File: src/verilog/otp_part_pkg.sv
package otp_part_pkg;

  //////////////////////////////
  // Sizes
  //////////////////////////////

  localparam int unsigned NumParts      = 3;
  localparam int unsigned PartIdxWidth  = $clog2(NumParts);
  // Byte address of the whole fuse array
  localparam int unsigned ByteAddrWidth = 10;
  // 32-bit word address, used on the partition and macro side
  localparam int unsigned WordAddrWidth = 8;
  // Digest and two-word macro read
  localparam int unsigned DigestWidth   = 64;

  //////////////////////////////
  // Error codes
  //////////////////////////////

  typedef enum logic [2:0] {
    NoError             = 3'h0,
    MacroEccCorrError   = 3'h1,
    MacroEccUncorrError = 3'h2,
    AccessError         = 3'h3,
    FsmStateError       = 3'h4
  } otp_err_e;

  //////////////////////////////
  // Partition table
  //////////////////////////////

  typedef struct packed {
    logic [ByteAddrWidth-1:0] offset;
    logic [ByteAddrWidth:0]   size;
    logic                     has_digest;
    // Digest != 0 locks reads
    logic                     digest_read_lock;
  } part_info_t;

  // Digest sits in the last 8 bytes of a partition
  localparam part_info_t PartInfo [NumParts] = '{
    '{offset: 10'h000, size: 11'h100, has_digest: 1'b0, digest_read_lock: 1'b0},
    '{offset: 10'h100, size: 11'h100, has_digest: 1'b1, digest_read_lock: 1'b0},
    '{offset: 10'h200, size: 11'h100, has_digest: 1'b1, digest_read_lock: 1'b1}
  };

  //////////////////////////////
  // Bus and macro structs
  //////////////////////////////

  // Wishbone classic, read only in practice
  typedef struct packed {
    logic                     cyc;
    logic                     stb;
    logic                     we;
    logic [ByteAddrWidth-1:0] adr;
    logic [31:0]              dat;
  } wb_req_t;

  typedef struct packed {
    logic        ack;
    logic        err;
    logic [31:0] dat;
  } wb_rsp_t;

  typedef struct packed {
    logic                     req;
    logic [WordAddrWidth-1:0] addr;
  } part_req_t;

  typedef struct packed {
    logic        gnt;
    logic        rvalid;
    logic        err;
    logic [31:0] rdata;
  } part_rsp_t;

  // Size 0 reads one word, size 1 reads two
  typedef struct packed {
    logic                     req;
    logic [WordAddrWidth-1:0] addr;
    logic                     size;
  } otp_req_t;

  typedef struct packed {
    logic                   gnt;
    logic                   rvalid;
    logic [DigestWidth-1:0] rdata;
    otp_err_e               err;
  } otp_rsp_t;

endpackage

File: src/verilog/otp_part_unbuf.sv
`timescale 1ns/1ps

module otp_part_unbuf #(
  parameter otp_part_pkg::part_info_t Info = otp_part_pkg::PartInfo[0]
) (
  input  logic                                 clk_i,
  input  logic                                 rst_ni,
  // Init pulse, once after reset
  input  logic                                 init_req_i,
  output logic                                 init_done_o,
  // Global escalation, locks the partition for good
  input  logic                                 escalate_i,
  // Runtime read lock
  input  logic                                 read_lock_i,
  output otp_part_pkg::otp_err_e               error_o,
  output logic [otp_part_pkg::DigestWidth-1:0] digest_o,
  // Bus side
  input  otp_part_pkg::part_req_t              bus_req_i,
  output otp_part_pkg::part_rsp_t              bus_rsp_o,
  // Macro side
  output otp_part_pkg::otp_req_t               otp_req_o,
  input  otp_part_pkg::otp_rsp_t               otp_rsp_i
);

  typedef enum logic [2:0] {
    ResetSt,
    InitSt,
    InitWaitSt,
    IdleSt,
    ReadSt,
    ReadWaitSt,
    ErrorSt
  } state_e;

  state_e state_d, state_q;
  otp_part_pkg::otp_err_e error_d, error_q;
  logic pending_err_d, pending_err_q;
  logic digest_sel;
  logic digest_en;
  logic read_locked;
  logic [otp_part_pkg::WordAddrWidth-1:0] addr_q;
  logic [otp_part_pkg::WordAddrWidth-1:0] digest_word_addr;
  logic [otp_part_pkg::DigestWidth-1:0] digest_q;

  // Last two words of the partition
  assign digest_word_addr = Info.offset[otp_part_pkg::ByteAddrWidth-1:2] +
                            Info.size[otp_part_pkg::ByteAddrWidth-1:2] - 8'd2;

  // Runtime lock, or digest lock once a digest was written
  assign read_locked = read_lock_i || (Info.digest_read_lock && (digest_q != '0));

  assign error_o  = error_q;
  assign digest_o = digest_q;

  //////////////////////////////
  // Partition FSM
  //////////////////////////////

  always_comb begin : p_fsm
    state_d       = state_q;
    error_d       = error_q;
    pending_err_d = 1'b0;
    digest_en     = 1'b0;
    digest_sel    = 1'b1;
    init_done_o   = 1'b0;
    otp_req_o     = '0;
    bus_rsp_o     = '0;

    unique case (state_q)
      // Wait for the init pulse, nothing to fetch without a digest
      ResetSt: begin
        if (init_req_i) begin
          state_d = Info.has_digest ? InitSt : IdleSt;
        end
      end
      // Fetch both digest words in one macro access
      InitSt: begin
        otp_req_o.req = 1'b1;
        if (otp_rsp_i.gnt) begin
          state_d = InitWaitSt;
        end
      end
      InitWaitSt: begin
        if (otp_rsp_i.rvalid) begin
          digest_en = 1'b1;
          if (otp_rsp_i.err inside {otp_part_pkg::NoError, otp_part_pkg::MacroEccCorrError}) begin
            state_d = IdleSt;
            error_d = otp_rsp_i.err;
          end else begin
            state_d = ErrorSt;
            error_d = otp_rsp_i.err;
          end
        end
      end
      // Any new access clears a soft error
      IdleSt: begin
        init_done_o = 1'b1;
        if (bus_req_i.req) begin
          bus_rsp_o.gnt = 1'b1;
          error_d       = otp_part_pkg::NoError;
          state_d       = ReadSt;
        end
      end
      // Refused reads answer at once and are not fatal
      ReadSt: begin
        init_done_o = 1'b1;
        if (read_locked) begin
          bus_rsp_o.rvalid = 1'b1;
          bus_rsp_o.err    = 1'b1;
          error_d          = otp_part_pkg::AccessError;
          state_d          = IdleSt;
        end else begin
          otp_req_o.req = 1'b1;
          digest_sel    = 1'b0;
          if (otp_rsp_i.gnt) begin
            state_d = ReadWaitSt;
          end
        end
      end
      ReadWaitSt: begin
        init_done_o = 1'b1;
        digest_sel  = 1'b0;
        if (otp_rsp_i.rvalid) begin
          bus_rsp_o.rvalid = 1'b1;
          if (otp_rsp_i.err inside {otp_part_pkg::NoError, otp_part_pkg::MacroEccCorrError}) begin
            error_d = otp_rsp_i.err;
            state_d = IdleSt;
          end else begin
            bus_rsp_o.err = 1'b1;
            error_d       = otp_rsp_i.err;
            state_d       = ErrorSt;
          end
        end
      end
      // Terminal, every granted request gets err a cycle later
      ErrorSt: begin
        if (error_q == otp_part_pkg::NoError) begin
          error_d = otp_part_pkg::FsmStateError;
        end
        if (pending_err_q) begin
          bus_rsp_o.rvalid = 1'b1;
          bus_rsp_o.err    = 1'b1;
        end else if (bus_req_i.req) begin
          bus_rsp_o.gnt = 1'b1;
          pending_err_d = 1'b1;
        end
      end
      default: begin
        state_d = ErrorSt;
      end
    endcase

    // Escalation overrides whatever the FSM decided
    if (escalate_i) begin
      state_d = ErrorSt;
      if (state_q != ErrorSt) begin
        error_d = otp_part_pkg::FsmStateError;
      end
      // An access already granted still needs its answer
      if ((bus_rsp_o.gnt || state_q inside {ReadSt, ReadWaitSt}) && !bus_rsp_o.rvalid) begin
        pending_err_d = 1'b1;
      end
    end

    otp_req_o.addr  = digest_sel ? digest_word_addr : addr_q;
    otp_req_o.size  = digest_sel;
    // no data goes out with an error
    bus_rsp_o.rdata = (bus_rsp_o.rvalid && !bus_rsp_o.err) ? otp_rsp_i.rdata[31:0] : '0;
  end

  //////////////////////////////
  // Registers
  //////////////////////////////

  always_ff @(posedge clk_i or negedge rst_ni) begin : p_regs
    if (!rst_ni) begin
      state_q       <= ResetSt;
      error_q       <= otp_part_pkg::NoError;
      pending_err_q <= 1'b0;
      digest_q      <= '0;
    end else begin
      state_q       <= state_d;
      error_q       <= error_d;
      pending_err_q <= pending_err_d;
      if (digest_en) begin
        digest_q <= otp_rsp_i.rdata;
      end
    end
  end

  // Word address of the granted access
  always_ff @(posedge clk_i) begin : p_addr
    if (bus_rsp_o.gnt) begin
      addr_q <= bus_req_i.addr;
    end
  end

endmodule

File: src/verilog/otp_bus_router.sv
`timescale 1ns/1ps

module otp_bus_router (
  input  logic                    clk_i,
  input  logic                    rst_ni,
  input  otp_part_pkg::wb_req_t   wb_req_i,
  output otp_part_pkg::wb_rsp_t   wb_rsp_o,
  output otp_part_pkg::part_req_t part_req_o [otp_part_pkg::NumParts],
  input  otp_part_pkg::part_rsp_t part_rsp_i [otp_part_pkg::NumParts]
);

  typedef enum logic [1:0] {
    IdleSt,
    RequestSt,
    WaitSt,
    RespondSt
  } state_e;

  state_e state_d, state_q;
  logic hit;
  logic [otp_part_pkg::PartIdxWidth-1:0] hit_idx;
  logic [otp_part_pkg::PartIdxWidth-1:0] idx_q;
  logic [otp_part_pkg::WordAddrWidth-1:0] addr_q;
  logic err_q;
  logic [31:0] rdata_q;
  otp_part_pkg::part_rsp_t sel_rsp;

  // Partition lookup from the table ranges
  always_comb begin : p_decode
    hit     = 1'b0;
    hit_idx = '0;
    for (int i = 0; i < otp_part_pkg::NumParts; i++) begin
      if (({1'b0, wb_req_i.adr} >= {1'b0, otp_part_pkg::PartInfo[i].offset}) &&
          ({1'b0, wb_req_i.adr} < ({1'b0, otp_part_pkg::PartInfo[i].offset} +
                                   otp_part_pkg::PartInfo[i].size))) begin
        hit     = 1'b1;
        hit_idx = otp_part_pkg::PartIdxWidth'(i);
      end
    end
  end

  // Response of the partition in use, and requests out
  always_comb begin : p_route
    sel_rsp = '0;
    for (int i = 0; i < otp_part_pkg::NumParts; i++) begin
      part_req_o[i].req  = (state_q == RequestSt) && (idx_q == otp_part_pkg::PartIdxWidth'(i));
      part_req_o[i].addr = addr_q;
      if (idx_q == otp_part_pkg::PartIdxWidth'(i)) begin
        sel_rsp = part_rsp_i[i];
      end
    end
  end

  always_comb begin : p_fsm
    state_d = state_q;
    unique case (state_q)
      IdleSt:    if (wb_req_i.cyc && wb_req_i.stb) state_d = (wb_req_i.we || !hit) ? RespondSt
                                                                                   : RequestSt;
      RequestSt: if (sel_rsp.gnt) state_d = WaitSt;
      WaitSt:    if (sel_rsp.rvalid) state_d = RespondSt;
      default:   state_d = IdleSt;
    endcase
  end

  // One-cycle ack or err
  assign wb_rsp_o.ack = (state_q == RespondSt) && !err_q;
  assign wb_rsp_o.err = (state_q == RespondSt) && err_q;
  assign wb_rsp_o.dat = rdata_q;

  always_ff @(posedge clk_i or negedge rst_ni) begin : p_state
    if (!rst_ni) begin
      state_q <= IdleSt;
    end else begin
      state_q <= state_d;
    end
  end

  always_ff @(posedge clk_i) begin : p_payload
    if (state_q == IdleSt) begin
      idx_q   <= hit_idx;
      addr_q  <= wb_req_i.adr[otp_part_pkg::ByteAddrWidth-1:2];
      // Writes and holes are refused here
      err_q   <= wb_req_i.we || !hit;
      rdata_q <= '0;
    end else if (state_q == WaitSt && sel_rsp.rvalid) begin
      err_q   <= sel_rsp.err;
      rdata_q <= sel_rsp.rdata;
    end
  end

endmodule

File: src/verilog/otp_macro_arbiter.sv
`timescale 1ns/1ps

module otp_macro_arbiter (
  input  logic                   clk_i,
  input  logic                   rst_ni,
  input  otp_part_pkg::otp_req_t part_req_i [otp_part_pkg::NumParts],
  output otp_part_pkg::otp_rsp_t part_rsp_o [otp_part_pkg::NumParts],
  output otp_part_pkg::otp_req_t otp_req_o,
  input  otp_part_pkg::otp_rsp_t otp_rsp_i
);

  logic busy_q;
  logic sel_valid;
  logic [otp_part_pkg::PartIdxWidth-1:0] sel_idx;
  logic [otp_part_pkg::PartIdxWidth-1:0] owner_q;

  //////////////////////////////
  // Fixed priority pick
  //////////////////////////////

  // Lowest index wins, so scan downwards
  always_comb begin : p_select
    sel_valid = 1'b0;
    sel_idx   = '0;
    for (int i = otp_part_pkg::NumParts - 1; i >= 0; i--) begin
      if (part_req_i[i].req) begin
        sel_valid = 1'b1;
        sel_idx   = otp_part_pkg::PartIdxWidth'(i);
      end
    end
  end

  // Nothing new goes out while a read is in flight
  always_comb begin : p_fwd
    otp_req_o = '0;
    for (int i = 0; i < otp_part_pkg::NumParts; i++) begin
      if (!busy_q && sel_valid && (sel_idx == otp_part_pkg::PartIdxWidth'(i))) begin
        otp_req_o = part_req_i[i];
      end
    end
  end

  //////////////////////////////
  // Response fan-out
  //////////////////////////////

  // gnt goes to the selected requester, the rest to the owner
  always_comb begin : p_fanout
    for (int i = 0; i < otp_part_pkg::NumParts; i++) begin
      part_rsp_o[i] = '0;
      if (!busy_q && sel_valid && (sel_idx == otp_part_pkg::PartIdxWidth'(i))) begin
        part_rsp_o[i].gnt = otp_rsp_i.gnt;
      end
      if (busy_q && (owner_q == otp_part_pkg::PartIdxWidth'(i))) begin
        part_rsp_o[i].rvalid = otp_rsp_i.rvalid;
        part_rsp_o[i].rdata  = otp_rsp_i.rdata;
        part_rsp_o[i].err    = otp_rsp_i.err;
      end
    end
  end

  // Owner held from gnt until rvalid
  always_ff @(posedge clk_i or negedge rst_ni) begin : p_owner
    if (!rst_ni) begin
      busy_q  <= 1'b0;
      owner_q <= '0;
    end else if (!busy_q) begin
      if (sel_valid && otp_rsp_i.gnt) begin
        busy_q  <= 1'b1;
        owner_q <= sel_idx;
      end
    end else if (otp_rsp_i.rvalid) begin
      busy_q <= 1'b0;
    end
  end

endmodule

File: src/verilog/otp_part_top.sv
`timescale 1ns/1ps

module otp_part_top (
  input  logic                                 clk_i,
  input  logic                                 rst_ni,
  input  logic                                 init_req_i,
  input  logic                                 escalate_i,
  input  logic [otp_part_pkg::NumParts-1:0]    read_lock_i,
  // Wishbone slave
  input  otp_part_pkg::wb_req_t                wb_req_i,
  output otp_part_pkg::wb_rsp_t                wb_rsp_o,
  output logic                                 init_done_o,
  output otp_part_pkg::otp_err_e               part_error_o [otp_part_pkg::NumParts],
  output logic [otp_part_pkg::DigestWidth-1:0] digest_o [otp_part_pkg::NumParts],
  // Fuse macro
  output otp_part_pkg::otp_req_t               otp_req_o,
  input  otp_part_pkg::otp_rsp_t               otp_rsp_i
);

  otp_part_pkg::part_req_t part_req [otp_part_pkg::NumParts];
  otp_part_pkg::part_rsp_t part_rsp [otp_part_pkg::NumParts];
  otp_part_pkg::otp_req_t  part_otp_req [otp_part_pkg::NumParts];
  otp_part_pkg::otp_rsp_t  part_otp_rsp [otp_part_pkg::NumParts];
  logic [otp_part_pkg::NumParts-1:0] part_done;

  // Ready only when every partition is
  assign init_done_o = &part_done;

  otp_bus_router i_otp_bus_router (
    .clk_i      (clk_i),
    .rst_ni     (rst_ni),
    .wb_req_i   (wb_req_i),
    .wb_rsp_o   (wb_rsp_o),
    .part_req_o (part_req),
    .part_rsp_i (part_rsp)
  );

  // One partition per table entry
  for (genvar i = 0; i < otp_part_pkg::NumParts; i++) begin : gen_parts
    otp_part_unbuf #(
      .Info (otp_part_pkg::PartInfo[i])
    ) i_otp_part_unbuf (
      .clk_i       (clk_i),
      .rst_ni      (rst_ni),
      .init_req_i  (init_req_i),
      .init_done_o (part_done[i]),
      .escalate_i  (escalate_i),
      .read_lock_i (read_lock_i[i]),
      .error_o     (part_error_o[i]),
      .digest_o    (digest_o[i]),
      .bus_req_i   (part_req[i]),
      .bus_rsp_o   (part_rsp[i]),
      .otp_req_o   (part_otp_req[i]),
      .otp_rsp_i   (part_otp_rsp[i])
    );
  end

  otp_macro_arbiter i_otp_macro_arbiter (
    .clk_i      (clk_i),
    .rst_ni     (rst_ni),
    .part_req_i (part_otp_req),
    .part_rsp_o (part_otp_rsp),
    .otp_req_o  (otp_req_o),
    .otp_rsp_i  (otp_rsp_i)
  );

endmodule

File: config.mk
export PLATFORM = sky130hd
export DESIGN_NAME = otp_part_top
export DESIGN_NICKNAME = d
export VERILOG_FILES = /design/src/verilog/otp_part_pkg.sv /design/src/verilog/otp_part_unbuf.sv /design/src/verilog/otp_bus_router.sv /design/src/verilog/otp_macro_arbiter.sv /design/src/verilog/otp_part_top.sv
export SDC_FILE = /design/constraint.sdc
export NUM_CORES = 1
export LEC_CHECK = 0
export BUFFER_PORTS_ARGS = -buffer_cell sky130_fd_sc_hd__buf_2
export CAP_MARGIN = 10
export CORE_MARGIN = 2
export CORE_UTILIZATION = 56
export DETAILED_ROUTE_END_ITERATION = 6
export HOLD_SLACK_MARGIN = 0.1
export PLACE_DENSITY = 0.83
export SYNTH_ARGS = -nofsm -noshare
export SYNTH_HDL_FRONTEND = slang
export SYNTH_SLANG_ARGS = --single-unit
export TNS_END_PERCENT = 10
File: constraint.sdc
create_clock -name clk_i -period 7.7 [get_ports clk_i]
set_clock_uncertainty 0.1 [all_clocks]
set_input_delay 0.77 -clock clk_i [delete_from_list [all_inputs] [get_ports clk_i]]
set_output_delay 0.77 -clock clk_i [all_outputs]
set_load 0.01 [all_outputs]
* Yosys cells after proc, flatten, opt, wreduce, memory -nomap -nowiden *
Index checks and enable logic that the tools add are counted.

storage, ports and cells
  bits in registers = 285
  bits in latches = 0
  RAM bits = 0
  ROM bits = 0
  word-level logic and storage cells = 291
  memories = 0

cells by class
  $add $sub $neg = 0
  multiply operators = 0
  div/mod/pow operators = 0
  magnitude comparators = 5
  equality and inequality tests = 54
  shifts and indexed selects = 0
  mux-type cells = 139
  bitwise gates (word level) = 1
  reduce and logical (&&, ||, !) cells = 70

operators by type and width
  kind                  number
  $mux 68               3
  $mux 3                41
  $mux 35               3
  $mux 32               3
  $reduce_bool 64->1    1
  $pmux 3 s6            3
  $mux 1                48
  $pmux 3 s4            3
  $mux 2                16
  $mux 10               3
  $eq 3x3->1 const B    9
  $logic_not 3->1       9
  $mux 8                3
  $pmux 2 s3            4
  $logic_and 1x1->1     23
  $lt 10x10->1 const B  2
  $eq 3x1->1 const B    6
  $eq 3x2->1 const B    6
  $ne 3x2->1 const B    6
  $ne 3x3->1 const B    6
  $pmux 1 s2            9
  $reduce_and 6->1      3
  $reduce_bool 2->1     7
  $eq 2x2->1 const B    5
  other kinds (17)      47

* Logic depth before layout (Yosys ltp) *
Gate-level depths: netlist (run 1).

  depth in word-level cells = 17
  mapped depth = 9

* Cells and area by module *
A second synthesis (run 1) with hierarchy kept.

unflattened totals
  cells, all modules = 1455
  area total of the unflattened synthesis = 15700.1 sq um

modules (own cells, without submodules)
  module                                           times used  cells an instance  area each (sq um)  seq. area each (sq um)
  otp_part_unbuf at gen_parts[2].i_otp_part_unbuf  1           321                3813.7             2016.9
  otp_part_unbuf at gen_parts[0].i_otp_part_unbuf  1           285                3619.7             2016.9
  otp_part_unbuf at gen_parts[1].i_otp_part_unbuf  1           282                3603.5             2016.9
  otp_bus_router                                   1           284                2864.0             1021.0
  otp_macro_arbiter                                1           282                1793.0             75.1
  otp_part_top                                     1           1                  6.3                0.0

* Worst setup path after synthesis (run 1) *
Ideal clock, no wire load.

  path type = input to output
  start point = in read_lock_i[2] (netlist name)
  end point = out otp_req_o[2] (netlist name)
  arrival time = 1974 ps
  path slack = 4856 ps
  stages on the path = 6
  path buffers = 0
  path through = nor4_1 > nand3_1 > nor3_2 > nand3_1 > o21ai_1 > o22a_1

RTL lines
  what         line                source
  from (decl)  otp_part_top.sv:8   input logic [otp_part_pkg::NumParts-1:0] read_lock_i,
  to (decl)    otp_part_top.sv:16  output otp_part_pkg::otp_req_t otp_req_o,

==> impl_metrics.tcl, run 1 <==
set metrics [dict create \
    grt_max_degree 83 \
    die_w_um 152 \
    remaining_drc_errors 0 \
    grt_pass1_wl_um 53300 \
    numCtsBuffers 28 \
    core_um2 21600 \
    ctsResizeCount 0 \
    nNetsFinal 1416 \
    io_buffers 332 \
    synth-seq-cells 285 \
    synth_edf_count 35 \
    ys.warnings.count 0 \
    p_leak_nw 7.78 \
    antenna_found_initial 2 \
    gp_congestion 0.932 \
    io_pins 367 \
    fin_util 0.692 \
    start_util 0.566 \
    htreeDepth 1 \
    synth_top_area_share 0.446 \
    ys.flop_type "dfrtp_1" \
    syn_inst 976 \
    slew_headroom 0.282 \
    slew_violations 0 \
    dp_hpwl_um 23300 \
    critPathMaxFanout 24 \
    routedWlPerCell_um 21.4 \
    syn-num-nets 1102 \
    synth_area_leader_cell "dfrtp_1" \
    critPathKind "flop to primary output" \
    drive_above_1_share 0.451 \
    grt_pass1_vias 9660 \
    p_total_mw 3.47 \
    cts_setup_buffers 0 \
    clk_latency_ns 0.54 \
    peakVddDrop_mv 0.208 \
    drtPass1Iterations 5 \
    grt.overflow.total 0 \
    fmax_mhz 233 \
    cp_data_arrival_time_ns 3.43 \
    layout_min_cycle_time_ns 4.30 \
    vias_per_cell 5.93 \
    period_share 0.558 \
    syn_avg_cell_area_um2 12.5 \
    setup_tns_ns 0 \
    ys_seq_area_frac 0.584 \
    p_per_area_nw_per_um2 232 \
    drt_iter0_markers 624 \
    tritoncts "built" \
    crit_path_end_kind "primary output" \
    routed_wl_um 34100 \
    outcome "finished clean" \
    die_h_um 152 \
    tightest_slew_ns 1.08 \
    area_growth_syn_to_layout_pct 22.2 \
    synthDistinctLibCells 76 \
    async_flop_share 0.765 \
    critPathLaunchType "flop" \
    dr_total_vias 9451 \
    die-area_um2 23000 \
    clkTransAtPathRegs_ns 0.07 \
    clock-sinks 285 \
    hp-class "input port to async pin" \
    hold_buffers 0 \
    cts-root-buf "clkbuf_16" \
    rows 54 \
    finalSetupViolCount 0 \
    synth.area.top_cells "dfrtp_1, mux2_2, edfxtp_1" \
    maxCapViolCount 0 \
    syn_area_um2 12200 \
    ant_nets 0 \
    cts_buffer_depth 3 \
    track_usage 0.288 \
    hold_viol 0 \
    critical_path_required_ns 6.83 \
    rsz0062_at_grt "no" \
]
## routing by layer
metal  global-route usage  share of wire  up-vias
li1                     -              -     4197
met1                0.343           0.37     4725
met2                0.498           0.50      430
met3               0.0767          0.084       99
met4                0.113          0.039        0
met5                    0              0        -
## cell families (layout without fill, tap and decap cells)
family	after synthesis	in the layout	share of synthesized area
AND/OR/NAND/NOR	258	258	0.114
buffers and inverters	67	403	0.0247
multiplexers	195	195	0.179
XOR/XNOR	1	1	0.000716
adder cells (fa/ha/maj)	5	5	0.00511
AO/OA/AOI/OAI	165	165	0.0918
other	0	2	0
flip-flops	285	285	0.584
## path summary, 6_finish.rpt
path,start,end,slack [ns],depth (start not counted)
max,gen_parts[0].i_otp_part_unbuf.state_q[0],otp_req_o[4],3.40,7
min,rst_ni,gen_parts[1].i_otp_part_unbuf.digest_o[61],0.10,1
max reg2reg,i_otp_bus_router.state_q[0],i_otp_bus_router.rdata_q[29],4.19,8
min reg2reg,i_otp_bus_router.rdata_q[5],i_otp_bus_router.rdata_q[5],0.36,2
max in group asynchronous,rst_ni,gen_parts[2].i_otp_part_unbuf.digest_o[29],5.98,2
min in group clk_i,wb_req_i[38],i_otp_bus_router.addr_q[4],0.32,1
## state kept, by name, indices dropped and copies added, names as in the netlist
register / flops
i_otp_bus_router.idx_q: 2
gen_parts.i_otp_part_unbuf.pending_err_q: 3
i_otp_bus_router.err_q: 1
i_otp_macro_arbiter.owner_q: 2
gen_parts.i_otp_part_unbuf.error_o: 9
i_otp_bus_router.rdata_q: 32
i_otp_bus_router.addr_q: 8
gen_parts.i_otp_part_unbuf.digest_o: 192
i_otp_bus_router.state_q: 2
i_otp_macro_arbiter.busy_q: 1
gen_parts.i_otp_part_unbuf.addr_q: 24
gen_parts.i_otp_part_unbuf.state_q: 9
## worst max-delay path, stage by stage, from the launching register on
cell and delay [ns]:
dfrtp_1 0.65, nor2b_1 0.33, o21a_1 0.31, nor4_1 0.25, nand3_1 0.41, o21ai_1 0.52
o22a_1 0.27, buf_2 0.14
## synth_stat cells, drive strengths merged (18+ instances only)
| cell type | instances |
|---|---|
| nor3 | 18 |
| dfrtp | 218 |
| nor2b | 18 |
| nand2b | 40 |
| mux2 | 195 |
| nand2 | 64 |
| nor4 | 19 |
| clkbuf | 23 |
| buf | 30 |
| edfxtp | 35 |
| a21oi | 26 |
| o21ai | 52 |
| dfxtp | 32 |
| nor2 | 40 |
## through the flow
stage | hold slack [ns] | setup slack (ns) | cell area, um2 | std cells
finish | 0.105 | 3.40 | 15000 | 1594
global route | 0.150 | 3.15 | 15000 | 1594
CTS | 0.131 | 3.46 | 14900 | 1592
detailed placement | 0.354 | 3.75 | 14100 | 1540
global placement | 0.346 | 3.87 | 14100 | 1540
floorplan | 0.340 | 4.86 | 12200 | 976
## placed cells by master (no fill, tap or decap), types with 6 or more instances in the layout
cell and n:
nand3_1 14, nor2_1 40, a22o_1 6, mux2_2 195, clkbuf_16 29, o21ai_1 34, dfrtp_1 218, edfxtp_1 35
nor2b_1 18, o211ai_1 7, inv_1 14, clkbuf_1 12, a21oi_1 26, nand2_1 63, nor3b_1 8, nor4_1 19
nand3b_1 8, o21ai_0 18, nor3_1 16, dfxtp_1 32, nand2b_1 40, o22ai_1 7, buf_2 331
## power by group
group | total [mW] | switching [mW] | leakage, nW | internal, mW
Clock | 1.30 | 0.559 | 0.427 | 0.741
Sequential | 1.71 | 0.0659 | 3.56 | 1.64
Combinational | 0.462 | 0.271 | 3.80 | 0.191
Total | 3.47 | 0.896 | 7.78 | 2.57
## cell type report
cell class | count | area (um2)
clock buffers | 46 | 840
multi-input cells | 624 | 4820
clock inverters | 6 | 32.5
flip-flops and latches | 285 | 7150
fillers | 1546 | 6670
well taps | 280 | 350
inverters | 14 | 52.6
repair buffers | 337 | 1710
diodes | 2 | 5.00
Note: power is estimated with default switching activity, not from simulation.
==> run 2: changes to the inputs <==
ABC_AREA = 1   (was default)
CORE_UTILIZATION = 47   (was 56)
PLACE_DENSITY = 0.74   (was 0.83)
clock period = 3.9 ns   (was 7.7 ns; I/O delays follow)
==> run 2 against run 1 <==
Net effect: sequential share of layout area decreased by 3.7 points; clock-buffer cell count decreased by 3; largest cell class unchanged; combinational power increased to 9.5 times the previous value; design area increased by 8.5%; largest power group unchanged; total power increased to 3.5 times the previous value.
==> impl_metrics.tcl, run 2 <==
set metrics [dict create \
    drtPass1Iterations 6 \
    critical_path_required_ns 3.41 \
    start_util 0.479 \
    fmax_mhz 289 \
    r2r-start "gen_parts[2].i_otp_part_unbuf.digest_o[23]" \
    r2r_end "i_otp_bus_router.rdata_q[6]" \
    nNetsFinal 2009 \
    routed_wl_um 38600 \
    io_pins 367 \
    die_h_um 167 \
    p_per_area_nw_per_um2 740 \
    dr_total_vias 11700 \
    layout_min_cycle_time_ns 3.46 \
    rsz0062_at_grt "no" \
    syn_avg_cell_area_um2 8.32 \
    routedWlPerCell_um 17.2 \
    antenna_found_initial 0 \
    clk_latency_ns 0.57 \
    die-area_um2 27900 \
    fin_cells 2242 \
    synthDistinctLibCells 47 \
    io_buffers 332 \
    rows 59 \
    critPathMaxFanout 30 \
    netlist_top_cells_count "nand2_1, o21ai_0, dfrtp_1, nor2_1, inv_1" \
    min_path_cells 3 \
    hold_viol 0 \
    hp-class "input port to flop" \
    slew_violations 0 \
    numCtsBuffers 31 \
    slew_headroom 0.228 \
    vias_per_cell 5.21 \
    synth-seq-cells 285 \
    setup_tns_ns 0 \
    synth_edf_count 35 \
    tightest_slew_ns 1.16 \
    post_dp_cell_area_um2 14400 \
    period_share 0.886 \
    grt_pass1_wl_um 61100 \
    clkTransAtPathRegs_ns 0.06 \
    cp_data_arrival_time_ns 2.97 \
    syn-num-nets 1628 \
    synth_top_area_share 0.437 \
    tritoncts "built" \
    cts_buffer_depth 3 \
    synth.area.top_cells "dfrtp_1, nand2_1, o21ai_0" \
    outcome "finished clean" \
    critPathKind "flop to primary output" \
    ys.flop_type "dfrtp_1" \
    hp-start "otp_rsp_i[9]" \
    p_switching_mw 4.65 \
    ys.warnings.count 0 \
    dp_hpwl_um 26500 \
    cts-root-buf "clkbuf_16" \
    final_common_cell "nand2_1" \
    ys_seq_area_frac 0.572 \
    clock-sinks 285 \
    peakVddDrop_mv 0.511 \
    htreeDepth 1 \
    crit_path_end_kind "primary output" \
    whs_endpoint "gen_parts[1].i_otp_part_unbuf.digest_o[6]" \
    syn_area_um2 12500 \
    seqPwrFrac 0.382 \
    gp_congestion 0.950 \
    power.internal_mw 7.36 \
    comb_power_share 0.365 \
    largest_reg_flops 192 \
    drt_iter0_markers 915 \
    final_cell_mix "nand2_1, buf_2, o21ai_0, dfrtp_1, nor2_1" \
    ant_nets 0 \
    finalInstanceArea_um2 16200 \
    die_w_um 167 \
    r2r_cells 15 \
    clock_power_share 0.253 \
    async_flop_share 0.765 \
    grt_max_degree 130 \
    core_um2 26100 \
    track_usage 0.273 \
    area_growth_syn_to_layout_pct 29.9 \
    reg2reg_setup_slack_ns 1.09 \
    dp_cells 2113 \
    grt.overflow.total 0 \
    syn_inst 1502 \
    synth_most_common_cell "nand2_1" \
    maxCapViolCount 0 \
    grt_pass1_vias 11600 \
    remaining_drc_errors 0 \
    p_leak_nw 8.69 \
    switching_share 0.387 \
    cts_setup_buffers 0 \
    synth_area_leader_cell "dfrtp_1" \
    diodes 0 \
    critPathLaunchType "flop" \
    drive_above_1_share 0.222 \
    finalSetupViolCount 0 \
]
## run 2: cell count changes in the layout (fill, tap and decap cells not counted), moves of 13 or more
cell / change
dlygate4sd3_1: +72
inv_1: +140
mux2_2: -195
nand2_1: +322
nand2b_1: -40
nand3_1: +50
nor2_1: +148
nor2b_1: -18
nor3_1: -13
nor4_1: -19
o21ai_0: +233
o21ai_1: -34
## run 2: worst max path at each step
stage | slack [ns] | end | cells past startpoint | from
3_3_place_gp | 0.94 | otp_req_o[7] | 13 | gen_parts[2].i_otp_part_unbuf.digest_o[23]
3_5_place_dp | 0.90 | otp_req_o[7] | 13 | gen_parts[2].i_otp_part_unbuf.digest_o[23]
6_report | 0.44 | otp_req_o[7] | 13 | gen_parts[2].i_otp_part_unbuf.digest_o[23]
4_1_cts | 0.29 | otp_req_o[7] | 13 | gen_parts[2].i_otp_part_unbuf.digest_o[23]
2_1_floorplan | 1.63 | otp_req_o[8] | 9 | gen_parts[2].i_otp_part_unbuf.digest_o[1]
5_1_grt | 0.05 | otp_req_o[1] | 13 | gen_parts[2].i_otp_part_unbuf.digest_o[25]
## run 2: through the flow
step	hold slack (ns)	power, mW	setup WS (ns)	utilization
2_1_floorplan	-0.00559	7.04	1.63	-
3_3_place_gp	0.324	8.75	0.941	0.554
4_1_cts	0.101	12.0	0.286	0.622
3_5_place_dp	0.330	8.89	0.899	0.554
5_1_grt	0.108	12.8	0.0536	0.623
6_report	0.115	12.0	0.443	0.623
## run 2: power by group through the flow
stage                     sequential [mW]  clock (mW)  combinational (mW)
after floorplan                      4.87           0                2.17
after global placement               4.55           0                4.20
after detailed placement             4.59           0                4.30
after CTS                            4.56        3.08                4.38
after global routing                 4.69        3.21                4.90
final                                4.58        3.04                4.39
## run 2: critical path: stages (launching register included)
cell and delay [ns]:
dfrtp_1 0.39, nor2_1 0.11, nand2_1 0.09, nor2_1 0.15, nand2_1 0.12, nor2_1 0.21, nand3_1 0.10, nand2_1 0.13
buf_4 0.37, nand2_2 0.23, nor2_1 0.23, nand2_1 0.07, nand3_1 0.07, buf_2 0.13
## run 2: layout make-up
cell class                      instances  area [um2]
Sequential cell                       285        7150
Clock inverter                         14         191
Clock buffer                           43         872
Multi-Input combinational cell        988        4460
Fill cell                            2244        9840
Inverter                              160         601
Tap cell                              335         419
Timing Repair Buffer                  417        2530
## run 2: repair_timing
action | CTS | global route
resized for setup | 0 | 2
endpoints found under the hold margin | 273 | 0
setup endpoints to repair | 0 | 3
hold buffers | 72 | 0
## run 2: kinds of logic (layout without fill, tap and decap cells)
group	Yosys count	after routing	share of synthesized area
buf+inv	229	634	0.0721
simple gates	686	686	0.224
fa+ha+maj	5	5	0.00501
flops	285	285	0.572
compound gates	297	297	0.126
## run 2: metal layers
layer / vias to the layer above / track usage / part of all wire
li1: 5567 / - / -
met3: 134 / 0.0649 / 0.085
met4: 0 / 0.139 / 0.053
met2: 515 / 0.441 / 0.46
met1: 5467 / 0.345 / 0.40
met5: - / 0 / 0
==> run 3: changes to the inputs <==
CORE_ASPECT_RATIO = 0.8   (was default)
==> run 3 against run 2 <==
Net effect: sequential share of layout area grew 0.73 points; sequential power is essentially flat; highest routed layer unchanged; worst hold slack gained 0.0021 ns; global-route usage shrank 0.89 points; via count shrank 2.4%; total power shrank 3.9%.
==> impl_metrics.tcl, run 3 (synthesis results as in run 2) <==
set metrics [dict create \
    ctsResizeCount 0 \
    cp_data_arrival_time_ns 3.08 \
    die-area_um2 27900 \
    finalSetupViolCount 0 \
    dr_total_vias 11400 \
    crit_path_end_kind "primary output" \
    grt_pass1_wl_um 57900 \
    diodes 0 \
    io_pins 367 \
    critPathLaunch "gen_parts[2].i_otp_part_unbuf.digest_o[55]" \
    r2r_end "i_otp_bus_router.rdata_q[18]" \
    tritoncts "built" \
    period_share 0.914 \
    grt_pass1_vias 10900 \
    reg2reg_setup_slack_ns 0.90 \
    vias_per_cell 5.08 \
    die_h_um 150 \
    drtPass1Iterations 5 \
    endpoint "otp_req_o[1]" \
    hold_viol 0 \
    final_cell_mix "nand2_1, buf_2, o21ai_0, dfrtp_1, nor2_1" \
    fmax_mhz 280 \
    fin_cells 2246 \
    dp_hpwl_um 26300 \
    slew_headroom 0.471 \
    drive_above_1_share 0.222 \
    rows 53 \
    htreeDepth 1 \
    cts-root-buf "clkbuf_16" \
    setup_tns_ns 0 \
    finalInstanceArea_um2 16000 \
    critPathKind "flop to primary output" \
    p_per_area_nw_per_um2 723 \
    tightest_slew_ns 0.789 \
    antenna_found_initial 0 \
    peakVddDrop_mv 0.433 \
    critPathMaxFanout 14 \
    maxCapViolCount 0 \
    routedWlPerCell_um 16.6 \
    r2r-start "gen_parts[2].i_otp_part_unbuf.digest_o[55]" \
    cts_setup_buffers 0 \
    layout_min_cycle_time_ns 3.57 \
    p_leak_nw 8.56 \
    ant_nets 0 \
    outcome "finished clean" \
    remaining_drc_errors 0 \
    final_common_cell "nand2_1" \
    fin_util 0.609 \
    grt.overflow.total 0 \
    track_usage 0.264 \
    die_w_um 186 \
    area.sequential_um2 7150 \
    largest_reg_flops 192 \
    numCtsBuffers 28 \
    slew_violations 0 \
    post_dp_cell_area_um2 14500 \
    dp_cells 2136 \
    start_util 0.477 \
    grt_max_degree 105 \
    drt_iter0_markers 856 \
    clkTransAtPathRegs_ns 0.06 \
    core_um2 26200 \
    area_growth_syn_to_layout_pct 27.7 \
    clock-sinks 285 \
    routed_wl_um 37200 \
    p_total_mw 11.5 \
    hp-class "input port to flop" \
    io_buffers 332 \
    multi_input_area_um2 4460 \
    clk_latency_ns 0.54 \
    critical_path_required_ns 3.41 \
    critPathLaunchType "flop" \
    num-fill-cells 2303 \
    cts_buffer_depth 3 \
    rsz0062_at_grt "no" \
    nNetsFinal 1994 \
    r2r_cells 14 \
    gp_congestion 0.915 \
]
[run 3: how the worst min path moves through the flow]
stage / startpoint / to / slack (ns) / cells past startpoint
final: otp_rsp_i[10] / gen_parts[0].i_otp_part_unbuf.digest_o[7] / 0.12 / 3
after global routing: otp_rsp_i[25] / gen_parts[2].i_otp_part_unbuf.digest_o[22] / 0.12 / 3
after CTS: otp_rsp_i[25] / i_otp_bus_router.rdata_q[22] / 0.10 / 5
after detailed placement: rst_ni / gen_parts[1].i_otp_part_unbuf.digest_o[58] / 0.36 / 1
after global placement: i_otp_bus_router.addr_q[1] / gen_parts[2].i_otp_part_unbuf.addr_q[1] / 0.35 / 0
after floorplan: rst_ni / gen_parts[0].i_otp_part_unbuf.digest_o[0] / -0.006 / 0
[run 3: critical path, stage by stage (launching register included)]
cell     delay (ns)
dfrtp_1        0.40
or2_1          0.24
nor2_1         0.10
nand2_1        0.11
nor2_1         0.21
nand4_1        0.25
nand2_1        0.15
nand3_1        0.42
nor2_1         0.36
nand2_1        0.09
nand3_1        0.07
buf_2          0.13
[run 3: layout make-up]
cell class	instances	area share
clock buffers	34	0.0473
repair buffers	405	0.151
flip-flops and latches	285	0.448
clock inverters	17	0.00894
multi-input cells	988	0.279
well taps	357	0.0280
inverters	160	0.0376
[run 3: layer usage]
layer,GRT usage,share of wire,vias to the layer above
li1,-,-,5532
met1,0.348,0.42,5331
met2,0.430,0.46,466
met3,0.0696,0.091,76
met4,0.0815,0.032,0
met5,0,0,-
[run 3: stage by stage]
stage	worst slack (ns)	hold slack, ns
floorplan	1.63	-0.00559
global placement	0.932	0.348
detailed placement	0.902	0.362
CTS	0.286	0.102
global route	0.0133	0.121
finish	0.334	0.117
[run 3: timing repair]
action | in CTS | in global routing
hold endpoints to repair | 222 | 0
endpoints found under the setup margin | 0 | 0
hold buffers | 58 | 0
[run 3: where the power goes]
| part | internal (mW) | switching (mW) |
|---|---|---|
| Combinational | 1.56 | 2.75 |
| Clock | 1.51 | 1.15 |
| Sequential | 3.95 | 0.614 |
